**src/pagPkg.sv**
```systemverilog
`default_nettype none

package pagPkg;

  localparam int vmaWidth = 18;
  localparam int pageWidth = 9;
  localparam int offsetWidth = 9;
  localparam int frameWidth = 13;
  localparam int paWidth = 22;
  localparam int dirRows = 128;
  localparam int rowWidth = 7;
  localparam int tagWidth = 2;
  localparam int mapDepth = 512;
  localparam int mapAddrWidth = 9;
  localparam int wordWidth = 36;
  localparam int halfWidth = 18;

  // One map halfword without the cache bit
  typedef struct packed {
    logic access;
    logic public;
    logic writable;
    logic software;
    logic [frameWidth-1:0] frame;
  } pageEntry_t;

  typedef struct packed {
    logic user;
    logic write;
    logic paged;
    logic privateTest;
    logic [vmaWidth-1:0] vma;
  } transReq_t;

  typedef enum logic [1:0] {
    pfNone,
    pfNoAccess,
    pfWriteProtect,
    pfProprietary
  } pageFail_e;

  typedef struct packed {
    logic [paWidth-1:0] pa;
    logic ok;
    pageFail_e failCode;
  } transResult_t;

  typedef struct packed {
    logic write;
    logic [mapAddrWidth-1:0] addr;
    logic [wordWidth-1:0] data;
  } memReq_t;

  typedef enum logic [2:0] {
    sIdle,
    sLookup,
    sCheck,
    sFetch,
    sFill
  } ctlState_e;

  // Flags in bits 17..14, bit 13 is the cache bit and is not kept
  function automatic pageEntry_t halfToEntry(input logic [halfWidth-1:0] half);
    pageEntry_t e;
    e.access = half[17];
    e.public = half[16];
    e.writable = half[15];
    e.software = half[14];
    e.frame = half[frameWidth-1:0];
    return e;
  endfunction

endpackage

`default_nettype wire

```
**src/memArbiter.sv**
```systemverilog
`timescale 1ns/1ps
`default_nettype none

module memArbiter (
  input  wire logic clk,
  input  wire logic rstN,
  input  wire logic hostWr,
  input  wire logic [pagPkg::mapAddrWidth-1:0] hostAddr,
  input  wire logic [pagPkg::wordWidth-1:0] hostData,
  input  wire logic refillReq,
  input  wire pagPkg::memReq_t refillMem,
  output logic refillGnt,
  output logic rdValid,
  output logic [pagPkg::wordWidth-1:0] rdData,
  output pagPkg::memReq_t memReq,
  input  wire logic [pagPkg::wordWidth-1:0] memRdData
);

  logic rdPending;

  // Host always wins, refill waits
  assign refillGnt = refillReq && !hostWr;

  always_comb begin
    if (hostWr) begin
      memReq.write = 1'b1;
      memReq.addr = hostAddr;
      memReq.data = hostData;
    end else if (refillReq) begin
      memReq = refillMem;
    end else begin
      memReq = '0;
    end
  end

  // Granted refill read returns next cycle
  always_ff @(posedge clk) begin
    if (!rstN) begin
      rdPending <= 1'b0;
    end else begin
      rdPending <= refillGnt && !refillMem.write;
    end
  end

  assign rdValid = rdPending;
  assign rdData = memRdData;

endmodule

`default_nettype wire

```
**config.mk**
```make
export PLATFORM = sky130hd
export DESIGN_NAME = memArbiter
export DESIGN_NICKNAME = d
export VERILOG_FILES = /design/src/pagPkg.sv /design/src/memArbiter.sv
export SDC_FILE = /design/constraint.sdc
export NUM_CORES = 1
export LEC_CHECK = 0
export BUFFER_PORTS_ARGS = -buffer_cell sky130_fd_sc_hd__buf_4
export CAP_MARGIN = 5
export CORE_AREA = 2 2 83 85
export CTS_BUF_LIST = sky130_fd_sc_hd__clkbuf_2
export DETAILED_ROUTE_END_ITERATION = 10
export DIE_AREA = 0 0 85 87
export PLACE_DENSITY = 0.54
export SLEW_MARGIN = 5
export SYNTH_ARGS = -nofsm -noshare
export SYNTH_HDL_FRONTEND = slang
export SYNTH_SLANG_ARGS = --single-unit
```
**constraint.sdc**
```tcl
create_clock -name clk -period 1.9 [get_ports clk]
set_clock_uncertainty 0.1 [all_clocks]
set_input_delay 0.38 -clock clk [delete_from_list [all_inputs] [get_ports clk]]
set_output_delay 0.38 -clock clk [all_outputs]
set_load 0.02 [all_outputs]
```
==> metrics <==
site row count 30; Crit path largest cell delay 0.24 ns; CTS resizes 0; Die Width 85 um; library cells used by synthesis 11; die area 7400 sq um; max frequency 594 MHz; postcts setup bufs 0; antenna-violating nets left 0; Post-Synth XOR/XNOR Area 0; Setup Crit Path Kind in2out; hold depth 2; hold_sp rstN; CP Cell Sequence buf_4 -> nor2b_4 -> buf_4 -> a22o_1 -> buf_4; P per Cell Area 300 nW/um^2; syn nets 230; mean post-synth cell area 8.06 sq um; slew margin rel. 0.862; Psw between 0.0002 and 0.00025 W; die extent in y 87 um; Arr. time, crit path 1.20 ns; Vias 1,144; CTS Hold Buffers Added 0; Clock power frac 0; mux contribution to synthesized area 0; Worst EP required 1.42 ns; Comb power frac 0.956; DRT Pass-1 Iters 4; Post-Synthesis Cells approximately 100; GP Congestion 0.638; antenna violations before repair 0; met1 usage 0.0831; sequential-to-total area share from yosys stat 0.0251; Iteration-0 DRC Markers 14; ratio of cells with drive above 1 in the final layout 0.737; leakage 0.913 nW; Ys Warns 0; Int Pwr slightly below 0.0003 W; global routing usage on met2 0.149; flops & latches, synth 1; Wirelength per Cell 12.2 um; Reg clk slew, reported paths 0 ns; simple-gate share of the synthesized area 0.0408; final wirelength 3400 um; Pins Over Slew Limit 0; worst vdd ir 0.000129 V; Worst Setup End Kind output port; Final Critical Period 1.68 ns; Mapped Area 798 sq um; total core area 6570 sq um; register area 20.0 sq um; PortBufs 142; final setup vio count 0; largest family of logic cells by synthesized area compound AO/OA/AOI/OAI gates; largest net degree at the start of global routing 49; flip-flop count of the largest register after layout 1; drt drc 0; CP Launch Type primary input; CP max FO 18; Area Growth Syn to Fin 109%; Filler Cell Count 706; drt via density a little over 4; vias in the first global route slightly above 1,000; Compound-Gate Fraction of Synth Area 0.494; CP most frequent cell buf_4; Min-Delay Path Class in2reg; CP delay by family, top buffers and inverters; sw frac 0.405; GR Overflow Total 0; Slowest-stage cell, CP buf_4; GR Util met3 0.0237; boundary pin count 215; nets 331; WP buf/inv 3; Antenna Cells 0; Final Hold Fails 0; Worst Tran Pin Value 0.208 ns; outcome completed; first-pass GRT wire length 4960 um; Hold Path Sink rdValid; Setup TNS Final 0 ns; sequential power share 0.044; crit share post-route 0.886; most congested layer reported by global routing met2; Synth Area in Adders 0; total track usage 0.0781; MaxCap Viol Count 0; worst hold slack 0.520 ns; unrepaired setup endpoints after global routing false; Initial Utilization 0.122; footprint of the multi-input gates around 430 sq um
==> layer usage <==
layer / routed length (um) / part of all wire / up-vias
met2: 1750 / 0.51 / 92
met4: 89 / 0.026 / 0
li1: - / - / 540
met3: 501 / 0.15 / 20
met5: 0 / 0 / -
met1: 1070 / 0.31 / 492
==> cell usage in the layout (no fill, tap or decap) <==
cell,instances
buf_12,2
nand2_1,4
dfxtp_1,1
and3b_1,1
buf_4,143
nor2b_4,1
a21o_1,1
o21ai_1,2
a22o_1,43
==> final cells by class <==
| type | instances | area share |
|---|---|---|
| multi-input cells | 52 | 0.259 |
| repair buffers | 145 | 0.669 |
| flip-flops and latches | 1 | 0.0120 |
| well taps | 80 | 0.0601 |
==> kinds of logic after synthesis <==
kind of cell	count (synthesis)
DFF	1
buffers and inverters	46
and+or+nand+nor	6
AOI/OAI and AO/OA	46
==> Yosys cell counts, drive strengths merged <==
cell | n | share of area
nand2 | 4 | 0.019
and3b | 1 | 0.011
a22o | 43 | 0.47
clkbuf | 2 | 0.0094
buf | 44 | 0.43
o21ai | 2 | 0.013
a21o | 1 | 0.0094
nor2b | 1 | 0.011
dfxtp | 1 | 0.025
==> metrics by stage <==
stage / cell area, sq um / setup slack, ns / total power [W] / utilization / std cells
after floorplan: 798 / 0.387 / 0.000342 / - / 99
after global placement: 1670 / 0.228 / 0.000501 / 0.254 / 278
after detailed placement: 1670 / 0.210 / 0.000504 / 0.254 / 278
after CTS: 1670 / 0.206 / 0.000505 / 0.254 / 278
after global routing: 1670 / 0.160 / 0.000529 / 0.254 / 278
final: 1670 / 0.216 / 0.000499 / 0.254 / 278
==> worst max-delay path by stage <==
stage | start | depth (start not counted) | end | slack (ns)
final | refillReq | 5 | memReq[14] | 0.22
after floorplan | refillReq | 4 | memReq[34] | 0.39
after global placement | refillReq | 5 | memReq[17] | 0.23
after CTS | refillReq | 5 | memReq[18] | 0.21
after detailed placement | refillReq | 5 | memReq[14] | 0.21
after global routing | refillReq | 5 | memReq[21] | 0.16
==> power groups by stage <==
stage / Sequential [W] / Clock (W) / Combinational, W
2_1_floorplan: 0.0000229 / 0 / 0.000319
3_3_place_gp: 0.0000221 / 0 / 0.000479
3_5_place_dp: 0.0000221 / 0 / 0.000482
4_1_cts: 0.0000221 / 0 / 0.000483
5_1_grt: 0.0000222 / 0 / 0.000506
6_report: 0.0000222 / 0 / 0.000477
No activity file was read; power rests on OpenSTA's default activity.
