$ cat src/pagPkg.sv
`default_nettype none

package pagPkg;

  localparam int vmaWidth = 18;
  localparam int pageWidth = 9;
  localparam int offsetWidth = 9;
  localparam int frameWidth = 13;
  localparam int paWidth = 22;
  localparam int dirRows = 128;
  localparam int rowWidth = 7;
  localparam int tagWidth = 2;
  localparam int mapDepth = 512;
  localparam int mapAddrWidth = 9;
  localparam int wordWidth = 36;
  localparam int halfWidth = 18;

  // One map halfword without the cache bit
  typedef struct packed {
    logic access;
    logic public;
    logic writable;
    logic software;
    logic [frameWidth-1:0] frame;
  } pageEntry_t;

  typedef struct packed {
    logic user;
    logic write;
    logic paged;
    logic privateTest;
    logic [vmaWidth-1:0] vma;
  } transReq_t;

  typedef enum logic [1:0] {
    pfNone,
    pfNoAccess,
    pfWriteProtect,
    pfProprietary
  } pageFail_e;

  typedef struct packed {
    logic [paWidth-1:0] pa;
    logic ok;
    pageFail_e failCode;
  } transResult_t;

  typedef struct packed {
    logic write;
    logic [mapAddrWidth-1:0] addr;
    logic [wordWidth-1:0] data;
  } memReq_t;

  typedef enum logic [2:0] {
    sIdle,
    sLookup,
    sCheck,
    sFetch,
    sFill
  } ctlState_e;

  // Flags in bits 17..14, bit 13 is the cache bit and is not kept
  function automatic pageEntry_t halfToEntry(input logic [halfWidth-1:0] half);
    pageEntry_t e;
    e.access = half[17];
    e.public = half[16];
    e.writable = half[15];
    e.software = half[14];
    e.frame = half[frameWidth-1:0];
    return e;
  endfunction

endpackage

`default_nettype wire

$ cat src/pageRefill.sv
`timescale 1ns/1ps
`default_nettype none

module pageRefill (
  input  wire logic clk,
  input  wire logic rstN,
  input  wire logic transReqValid,
  input  wire pagPkg::transReq_t transReq,
  output logic lookupStb,
  output logic [pagPkg::pageWidth-1:0] lookupPage,
  output logic lookupUser,
  input  wire logic hit,
  input  wire pagPkg::pageEntry_t entry,
  output logic fillStb,
  output logic [pagPkg::wordWidth-1:0] fillWord,
  input  wire pagPkg::transResult_t checkResult,
  output logic refillReq,
  output pagPkg::memReq_t refillMem,
  input  wire logic refillGnt,
  input  wire logic rdValid,
  input  wire logic [pagPkg::wordWidth-1:0] rdData,
  output pagPkg::transReq_t latchedReq,
  output logic transDone,
  output pagPkg::transResult_t transResult,
  output logic busy
);

  pagPkg::ctlState_e state;
  pagPkg::ctlState_e stateNext;

  logic accept;
  logic miss;
  logic finish;
  logic [pagPkg::mapAddrWidth-1:0] mapAddr;

  assign accept = (state == pagPkg::sIdle) && transReqValid;
  assign miss = latchedReq.paged && !hit;
  assign finish = (state == pagPkg::sCheck) && !miss;

  // User maps in the low half of the map memory, exec maps in the high half
  assign mapAddr = {~latchedReq.user,
                    latchedReq.vma[pagPkg::vmaWidth-1 -: pagPkg::pageWidth-1]};

  always_comb begin
    stateNext = state;
    case (state)
      pagPkg::sIdle:   if (transReqValid) stateNext = pagPkg::sCheck;
      pagPkg::sLookup: stateNext = pagPkg::sCheck;
      pagPkg::sCheck:  stateNext = miss ? pagPkg::sFetch : pagPkg::sIdle;
      pagPkg::sFetch:  if (refillGnt) stateNext = pagPkg::sFill;
      pagPkg::sFill:   if (rdValid) stateNext = pagPkg::sLookup;
      default:         stateNext = pagPkg::sIdle;
    endcase
  end

  // First lookup goes out with the request, the retry from sLookup
  assign lookupStb = (accept && transReq.paged) || (state == pagPkg::sLookup);
  assign lookupPage = (state == pagPkg::sIdle) ?
                      transReq.vma[pagPkg::vmaWidth-1 -: pagPkg::pageWidth] :
                      latchedReq.vma[pagPkg::vmaWidth-1 -: pagPkg::pageWidth];
  assign lookupUser = (state == pagPkg::sIdle) ? transReq.user : latchedReq.user;

  // Map word written into the table as it arrives
  assign fillStb = (state == pagPkg::sFill) && rdValid;
  assign fillWord = rdData;

  assign refillReq = (state == pagPkg::sFetch);
  always_comb begin
    refillMem.write = 1'b0;
    refillMem.addr = mapAddr;
    refillMem.data = '0;
  end

  assign busy = (state != pagPkg::sIdle);

  always_ff @(posedge clk) begin
    if (!rstN) begin
      state <= pagPkg::sIdle;
      transDone <= 1'b0;
    end else begin
      state <= stateNext;
      transDone <= finish;
    end
  end

  always_ff @(posedge clk) begin
    if (accept) begin
      latchedReq <= transReq;
    end
    if (finish) begin
      transResult <= checkResult;
    end
  end

endmodule

`default_nettype wire

$ cat config.mk
export PLATFORM = sky130hd
export DESIGN_NAME = pageRefill
export DESIGN_NICKNAME = d
export VERILOG_FILES = /design/src/pagPkg.sv /design/src/pageRefill.sv
export SDC_FILE = /design/constraint.sdc
export NUM_CORES = 1
export LEC_CHECK = 0
export ABC_AREA = 1
export BUFFER_PORTS_ARGS = -buffer_cell sky130_fd_sc_hd__buf_2
export CAP_MARGIN = 0
export CORE_AREA = 5 5 94 96
export CTS_BUF_LIST = sky130_fd_sc_hd__clkbuf_8
export DETAILED_ROUTE_END_ITERATION = 7
export DIE_AREA = 0 0 99 101
export MAX_ROUTING_LAYER = met4
export PLACE_DENSITY = 0.72
export SYNTH_ARGS = -nofsm -noshare
export SYNTH_HDL_FRONTEND = slang
export SYNTH_SLANG_ARGS = --single-unit
$ cat constraint.sdc
create_clock -name clk -period 2.55 [get_ports clk]
set_clock_uncertainty 0.15 [all_clocks]
set_input_delay 0.255 -clock clk [delete_from_list [all_inputs] [get_ports clk]]
set_output_delay 0.255 -clock clk [all_outputs]
set_load 0.03 [all_outputs]
==> impl_metrics.ini <==
[pwr]
leakagePower_nw = 1.51
powerDensity_nw_per_um2 = 1010
clkPwrFrac_pct = 14.1
p_switching_mw = 1.46
ir_worst_vdd_v = 0.000290
switching_share_pct = 44.4
p_comb_share_pct = 47.9
sequentialPowerShare_pct = 37.9
intPower_mw = 1.83

[synth]
yosysSeqAreaShare_pct = 61.3
ys_warn_count = 0
syn_inst = 184
synth_top_cell_by_area = edfxtp_1
yosys.area.top_type_share_pct = 58.1
ys_ff_latch = 51
synth.avg_cell_area_sq_um = 13.2
syn-cell-area_sq_um = 2430
netlist_top_cells_area = edfxtp_1, buf_4, mux2_4, dfxtp_1, nor2_1
yosysUniqueCellTypes = 19

[critical_path]
worstSetupEndpointType = primary output
critPathRequiredTime_ps = 2140
cp_slowest_cell = dfxtp_1
cp-start-kind = register
worstPathCellList = nor2_4, nand2_4, mux2_2, buf_2
path_max_fanout = 13
slowest_delay_ps = 500
cp.arrival_ps = 1640
r2r-start = state[2]
crit_type = reg -> out
crit_start = state[2]

[finish]
layout_commonest_cell = buf_2
syn_to_final_growth_pct = 34.8
n_antenna_cell = 0
finalNonFillerCells = 423
final_cell_mix = buf_2, dlygate4sd3_1, edfxtp_1
drive_above_1_share_pct = 45.9
final_core_utilization_pct = 41.1
n_fill_cell = 729
nNetsFinal = 423

[placement]
dp_hpwl_um = 4100
routabilityCongestion = 0.830
numPortBuffers = 123
placed_cells = 368
pre_cts_ws_ps = 830

[cts]
clockRootBuffer = clkbuf_8
clk_latency_ps = 290
clk_pin_slew_ps = 100
cts_tree = yes
numCtsBuffers = 5
h-tree-depth = 2
cts.repair.resized = 0
clockBufferDepth = 2
cts_sinks = 51

[global_route]
grt_pass1_wl_um = 8250
antenna_found_initial = 0
grt_usage_pct = 10.9
grt_pass1_vias = 1648
grt_max_degree = 26
overflow = 0

[timing]
setup_viol = 0
timing.fmax_mhz = 489
rsz0062_at_grt = false
final_max_slew_viol_count = 0
setup_ws_ps = 506
hold_viol = 0
min_period_ps = 2040
fin_setup_tns_ps = 0
finalCritPeriodShare_pct = 80.1

[routing]
antenna_left = 0
routed_wl_um = 5640
drc = 0
drtPass1Iterations = 4
routed_via_density = 3.86
wire_per_inst_um = 13.3
vias = 1631
drt_iter0_markers = 66

[floorplan]
rows = 33
core_sq_um = 7970
num_io_pins = 250
dieWidth_um = 99
die_h_um = 101
die_area_sq_um = 10000
start_util_pct = 30.5

[flow_run]
cap_viol_max_count = 0

[hold_path]
hold_start = rstN
hp-class = in -> reg

[status]
status = finished, final reports clean
-- per-layer routing --
layer  routed length (um)  global-route usage (%)
met1                 1810                    10.4
met2                 2890                    19.0
met3                  705                    3.32
met4                  231                    6.83
met5                    0                       -
-- area by class of cell --
cell class,instances,area [sq um],share of cell area [%]
Multi-Input combinational cell,78,424,12.9
Tap cell,105,131,4.01
Timing Repair Buffer,172,1100,33.6
Clock inverter,3,27.5,0.840
Sequential cell,51,1490,45.5
Inverter,9,33.8,1.03
Clock buffer,5,68.8,2.10
-- flip-flops by register name, indices dropped and copies added, names as in the netlist --
register,count
transResult,25
state,3
transDone,1
latchedReq,22
-- cells by family after synthesis --
logic type	Yosys count	synth area share, %
buffers and inverters	91	26.9
DFF	51	61.3
AOI/OAI and AO/OA	3	0.720
and+or+nand+nor	29	5.82
muxes	9	5.10
other	1	0.154
-- power groups by stage --
stage / combinational (mW) / sequential [mW] / clock, mW
after CTS: 1.60 / 1.25 / 0.491
after detailed placement: 1.54 / 1.27 / 0
after floorplan: 0.973 / 1.61 / 0
final: 1.58 / 1.25 / 0.466
after global placement: 1.53 / 1.26 / 0
after global routing: 1.68 / 1.27 / 0.524
-- per-stage QoR --
| stage | power [mW] | hold slack [ps] | area (sq um) |
|---|---|---|---|
| after floorplan | 2.59 | 204 | 2570 |
| after global placement | 2.79 | 282 | 2710 |
| after detailed placement | 2.81 | 284 | 2710 |
| after CTS | 3.34 | 40.7 | 3280 |
| after global routing | 3.47 | 50.1 | 3280 |
| final | 3.30 | 65.3 | 3280 |
-- repair_timing --
item	in CTS	in global routing
hold endpoints to repair	47	0
hold buffers	47	0
buffers inserted	0	0
-- synth_stat cells, drive strengths merged --
library cell and instances:
nor3b 1, dfxtp 4, edfxtp 47, a21oi 1
o21ai 1, conb 1, mux2 9, nand3b 1
nor2 14, nand3 6, inv 9, a22oi 1
buf 82, nand2 7
-- path summary, 6_finish.rpt --
kind,to,slack (ps),depth (start not counted)
setup / recovery,lookupPage[0],510,4
hold / removal,state[2],70,3
setup reg to reg,latchedReq[18],890,4
hold reg to reg,transDone,480,2
-- critical path: cells and delay by family (launching register included) --
| kind | cells | cell delay, ps |
|---|---|---|
| flip-flops | 1 | 500 |
| multiplexers | 1 | 370 |
| AND/OR/NAND/NOR | 2 | 290 |
| buffers and inverters | 1 | 180 |
Power figures use the tool's default switching activity.
