**config.mk**
```make
export PLATFORM = sky130hd
export DESIGN_NAME = pageCheck
export DESIGN_NICKNAME = d
export VERILOG_FILES = /design/src/pagPkg.sv /design/src/pageCheck.sv
export SDC_FILE = /design/constraint.sdc
export NUM_CORES = 1
export LEC_CHECK = 0
export BUFFER_PORTS_ARGS = -buffer_cell sky130_fd_sc_hd__clkbuf_2
export CAP_MARGIN = 20
export CORE_AREA = 4 4 41 43
export DETAILED_ROUTE_END_ITERATION = 10
export DIE_AREA = 0 0 45 47
export PLACE_DENSITY = 0.75
export REMOVE_ABC_BUFFERS = 1
export SYNTH_ARGS = -nofsm -noshare
export SYNTH_HDL_FRONTEND = slang
export SYNTH_SLANG_ARGS = --single-unit
```
**constraint.sdc**
```tcl
create_clock -name vclk -period 1.5
set_input_delay 0.225 -clock vclk [all_inputs]
set_output_delay 0.225 -clock vclk [all_outputs]
set_load 0.02 [all_outputs]
```
**src/pagPkg.sv**
```systemverilog
`default_nettype none

package pagPkg;

  localparam int vmaWidth = 18;
  localparam int pageWidth = 9;
  localparam int offsetWidth = 9;
  localparam int frameWidth = 13;
  localparam int paWidth = 22;
  localparam int dirRows = 128;
  localparam int rowWidth = 7;
  localparam int tagWidth = 2;
  localparam int mapDepth = 512;
  localparam int mapAddrWidth = 9;
  localparam int wordWidth = 36;
  localparam int halfWidth = 18;

  // One map halfword without the cache bit
  typedef struct packed {
    logic access;
    logic public;
    logic writable;
    logic software;
    logic [frameWidth-1:0] frame;
  } pageEntry_t;

  typedef struct packed {
    logic user;
    logic write;
    logic paged;
    logic privateTest;
    logic [vmaWidth-1:0] vma;
  } transReq_t;

  typedef enum logic [1:0] {
    pfNone,
    pfNoAccess,
    pfWriteProtect,
    pfProprietary
  } pageFail_e;

  typedef struct packed {
    logic [paWidth-1:0] pa;
    logic ok;
    pageFail_e failCode;
  } transResult_t;

  typedef struct packed {
    logic write;
    logic [mapAddrWidth-1:0] addr;
    logic [wordWidth-1:0] data;
  } memReq_t;

  typedef enum logic [2:0] {
    sIdle,
    sLookup,
    sCheck,
    sFetch,
    sFill
  } ctlState_e;

  // Flags in bits 17..14, bit 13 is the cache bit and is not kept
  function automatic pageEntry_t halfToEntry(input logic [halfWidth-1:0] half);
    pageEntry_t e;
    e.access = half[17];
    e.public = half[16];
    e.writable = half[15];
    e.software = half[14];
    e.frame = half[frameWidth-1:0];
    return e;
  endfunction

endpackage

`default_nettype wire

```
**src/pageCheck.sv**
```systemverilog
`timescale 1ns/1ps
`default_nettype none

module pageCheck (
  input  wire pagPkg::transReq_t req,
  input  wire logic hit,
  input  wire pagPkg::pageEntry_t entry,
  output pagPkg::transResult_t result
);

  logic writeOk;
  logic privateOk;

  assign writeOk = entry.writable || !req.write;
  assign privateOk = entry.public || !req.privateTest;

  always_comb begin
    result.pa = '0;
    result.ok = 1'b0;
    result.failCode = pagPkg::pfNone;
    if (!req.paged) begin
      // Unpaged goes straight through
      result.ok = 1'b1;
      result.pa = pagPkg::paWidth'(req.vma);
    end else if (hit) begin
      if (!entry.access) begin
        result.failCode = pagPkg::pfNoAccess;
      end else if (!writeOk) begin
        result.failCode = pagPkg::pfWriteProtect;
      end else if (!privateOk) begin
        result.failCode = pagPkg::pfProprietary;
      end else begin
        result.ok = 1'b1;
        result.pa = {entry.frame, req.vma[pagPkg::offsetWidth-1:0]};
      end
    end
    // a paged miss is not a fail, the controller refills instead
  end

endmodule

`default_nettype wire

```
==> results of run 1 <==
## routing by layer
layer / wire length, um / global-route usage [%]
met1: 386 / 11.3
met2: 642 / 21.8
met3: 134 / 0.383
met4: 0 / 0
met5: 0 / 0
## cell type report
class	instances	area share, %
tap	15	3.05
timing repair buffer	64	54.6
multi-input combinational	33	41.8
inverter	1	0.611
## power breakdown
group          switching (W)  leakage [nW]  internal (W)  total [W]
clock                      0             0             0          0
sequential                 0             0             0          0
combinational       0.000104         0.373     0.0000906   0.000194
total               0.000104         0.373     0.0000906   0.000194
## repair_timing
item                                    4_1_cts  5_1_grt
setup buffers                                 0        0
hold buffers                                  0        0
endpoints found under the setup margin        0        9
## through the flow
stage	cells	utilization, %	hold WS [ps]
2_1_floorplan	34	-	543
3_3_place_gp	113	47.2	762
3_5_place_dp	113	47.2	764
4_1_cts	113	47.2	763
5_1_grt	113	47.2	791
6_report	113	47.2	761
## placed cells by master, fill, tap and decap left out, drive strengths merged
master,instances
o31ai,1
nand3,1
a22o,9
nor2,2
nor2b,2
a21oi,1
and2,13
nand2,2
clkbuf,63
clkinv,1
buf,1
nor3,1
nand2b,1
## logic make-up (layout without fill, tap and decap cells)
kind of cell / Yosys count / after routing
AOI/OAI and AO/OA: 11 / 11
buffers and inverters: 2 / 65
and+or+nand+nor: 22 / 22
## worst min-delay path by stage
stage | from | slack, ps | endpoint | cells past startpoint
final | entry[16] | 760 | result[0] | 3
after global routing | entry[16] | 790 | result[0] | 3
after CTS | entry[16] | 760 | result[0] | 3
after detailed placement | entry[16] | 760 | result[0] | 3
after global placement | entry[16] | 760 | result[0] | 3
after floorplan | req[19] | 540 | result[2] | 1
==> out/results.ini, run 1 <==
[final_layout]
seq_area_um2=0
drive_gt1_share_pct=74.5
multi_input_area_um2=256
area_delta_synth_final_pct=126
fillers=141
nNetsFinal=140
stdcell_area_um2=614
seq_cells=0
n_antenna_cell=0
clkbuf_count=0

[routing]
postRouteAntennaNets=0
dr.pass1.iters=3
drc=0
wirelength_mm=1.16
vias_per_cell=4.37
wl_per_cell_um=10.3
dr_total_vias=494
drtIter0Drc=3

[global_routing]
grt_overflow_total=0
track_usage_pct=10.1
antenna_found_initial=0
grt_pass1_vias=435
grt_max_degree=14
grt_pass1_wl_mm=1.71

[synthesis]
synth_mux_area_share_pct=0
postSynthAreaPerCell_um2=7.76
synthAdderAreaFrac_pct=0
synth_cell_types=13
synth-xor-area-share_pct=0
synth-simple-area-share_pct=55.8
synth.cells.most_frequent=9 x a22o_1, 9 x and2_1, 4 x and2_2
synth-compound-area-share_pct=38.7
synth_top_cell_area_share_pct=29.0
yosys.area.top_type=a22o_1
synth_top_family_by_area=simple AND/OR/NAND/NOR gates
synth_cells=35
synthTopCellsByArea=a22o_1 29%, and2_1 21%, and2_2 11%
yosysSeqAreaShare_pct=0
syn_area_um2=272
ys_warn_count=0

[pwr]
p_leak_nw=0.373
pwr_density_cell_mw_per_mm2=316
ir_drop_v=0.000137
power.total_w=0.000194

[sta]
slew_violations=0
rsz0062_at_grt=true
fin_crit_ps=1420
tightest_slew_ps=340
period_share_pct=94.7
layout_setup_ws_ps=80.2
finalSetupViolations=0
timing.setup.tns_ps=0
hold_viol=0
slew_headroom_pct=77.3
fmax_mhz=704

[setup_path]
worstPathRequired_ps=1270
cp_top_family=simple AND/OR/NAND/NOR gates
end_kind=primary output
cp_slowest_stage_delay_ps=360
worstSetupEndpoint=result[10]
critPathSlowestCell=o31ai_4
critPathMaxFanout=10
crit_buf_inv=2
crit_start=req[18]
crit_top_cell=clkbuf_2
worstSetupPathType=in2out
crit_chain=clkbuf_2 > nor2b_2 > o31ai_4 > and2_1 > clkbuf_2
crit_cells=5
worstPathArrival_ps=1190
startpoint_type=input port

[placed_design]
dp_slack_ps=54.1
dpl_cell_area_um2=614
dp_hpwl_mm=1.08
portBuffers=63
routabilityCongestion=0.691

[floorplanning]
core_area_mm2=0.00130
die_height_um=47
num_rows=13
io_pins=65
fp.dieW_um=45
die-area_mm2=0.00212
initial_core_util_pct=20.9

[job]
drv_cap=0

[min_path]
hold_class=in2out

[clock_tree]
post_cts_resized=0

[status]
run_status=finished, final reports clean

No activity file was read; power rests on OpenSTA's default activity.
==> run 2, diff against run 1 <==
Settings changed: GPL_TIMING_DRIVEN from default to 0.
==> out/results.ini, run 2 (synthesis gave the netlist of run 1 again) <==
[sta]
fmax_mhz=709
tightest_slew_ps=333
hold_viol=0
finalSetupViolations=0
fin_crit_ps=1410
period_share_pct=94.1
rsz0062_at_grt=true
slew_headroom_pct=77.8
slew_violations=0

[floorplanning]
core_area_mm2=0.00130
num_rows=13
io_pins=65
fp.dieW_um=45
die_height_um=47
die-area_mm2=0.00212
initial_core_util_pct=20.9

[final_layout]
seq_area_um2=0
mostFrequentLayoutCells=62 x clkbuf_2, 9 x a22o_1, 9 x and2_1
fillers=149
drive_gt1_share_pct=74.5
nNetsFinal=140
finalNonFillerCells=113
n_antenna_cell=0
multi_input_area_um2=256
seq_cells=0
clkbuf_count=0
final_common_cell=clkbuf_2
area_delta_synth_final_pct=126

[pwr]
p_sw_share_pct=53.3
p_sw_w=0.000104
p_seq_share_pct=0
power.total_w=0.000195
ir_drop_v=0.000130
p_leak_nw=0.374
p_clk_share_pct=0
pwr_density_cell_mw_per_mm2=317
comb_power_share_pct=100.0
p_int_w=0.0000909

[global_routing]
grt_overflow_total=0
grt_pass1_wl_mm=1.78
grt_max_degree=14
antenna_found_initial=0
grt_pass1_vias=429
track_usage_pct=10.7

[routing]
vias_per_cell=4.44
drc=0
wirelength_mm=1.19
drtIter0Drc=1
dr_total_vias=502
postRouteAntennaNets=0
dr.pass1.iters=2
wl_per_cell_um=10.5

[clock_tree]
cts-hold-fix-buffers=0

[placed_design]
dp_hpwl_mm=1.11
place_inst=112
portBuffers=63
routabilityCongestion=0.634

[setup_path]
worstPathRequired_ps=1270
worstPathArrival_ps=1190
end_kind=primary output
worstSetupPathType=in2out
worstSetupEndpoint=result[23]
critPathMaxFanout=13
startpoint_type=input port
crit_start=req[19]

[job]
drv_cap=0

[min_path]
hold_class=in2out

[status]
run_status=finished, final reports clean

run 2: cell types whose count changed in the layout (fill, tap and decap cells not counted):
cell / delta
buf_2: +1
clkbuf_2: -1
run 2: stage by stage:
stage	setup TNS, ps	instance area [um2]	worst slack (ps)	hold slack [ps]	util (%)
finish	0	614	89.0	774	47.2
global route	-42.0	614	-10.5	796	47.2
CTS	0	614	58.5	779	47.2
detailed placement	-404	594	-51.5	779	45.7
global placement	-248	594	-34.5	762	45.7
floorplan	0	260	123	543	-
run 2: worst min-delay path by stage:
stage,startpoint,endpoint,slack (ps),depth (start not counted)
after detailed placement,entry[16],result[0],780,3
after global placement,entry[16],result[0],760,3
after CTS,entry[16],result[0],780,3
final,entry[16],result[0],770,3
after floorplan,req[19],result[2],540,1
after global routing,req[5],result[8],800,3
run 2: final cells by class:
cell class / count / area share [%]
inverters: 1 / 0.611
multi-input cells: 33 / 41.8
well taps: 15 / 3.05
repair buffers: 64 / 54.6
run 2: metal layers:
metal | global-route usage [%] | part of all wire (%)
met1 | 11.2 | 31
met2 | 23.7 | 58
met3 | 0.766 | 11
met4 | 0 | 0
met5 | 0 | 0
run 2: critical path: stages:
cell	delay [ps]
clkbuf_2	150
nand3_2	120
nor3_4	240
buf_12	150
and2_2	140
clkbuf_2	160
run 2: power groups by stage:
| stage | combinational [W] | clock [W] | sequential [W] |
|---|---|---|---|
| 6_report | 0.000195 | 0 | 0 |
| 5_1_grt | 0.000212 | 0 | 0 |
| 4_1_cts | 0.000198 | 0 | 0 |
| 3_5_place_dp | 0.000193 | 0 | 0 |
| 3_3_place_gp | 0.000189 | 0 | 0 |
| 2_1_floorplan | 0.000102 | 0 | 0 |
run 2: timing repair:
item | 4_1_cts | 5_1_grt
endpoints found under the setup margin | 13 | 9
buffers inserted | 1 | 0
resized for setup | 0 | 1
pin swaps | 1 | 3
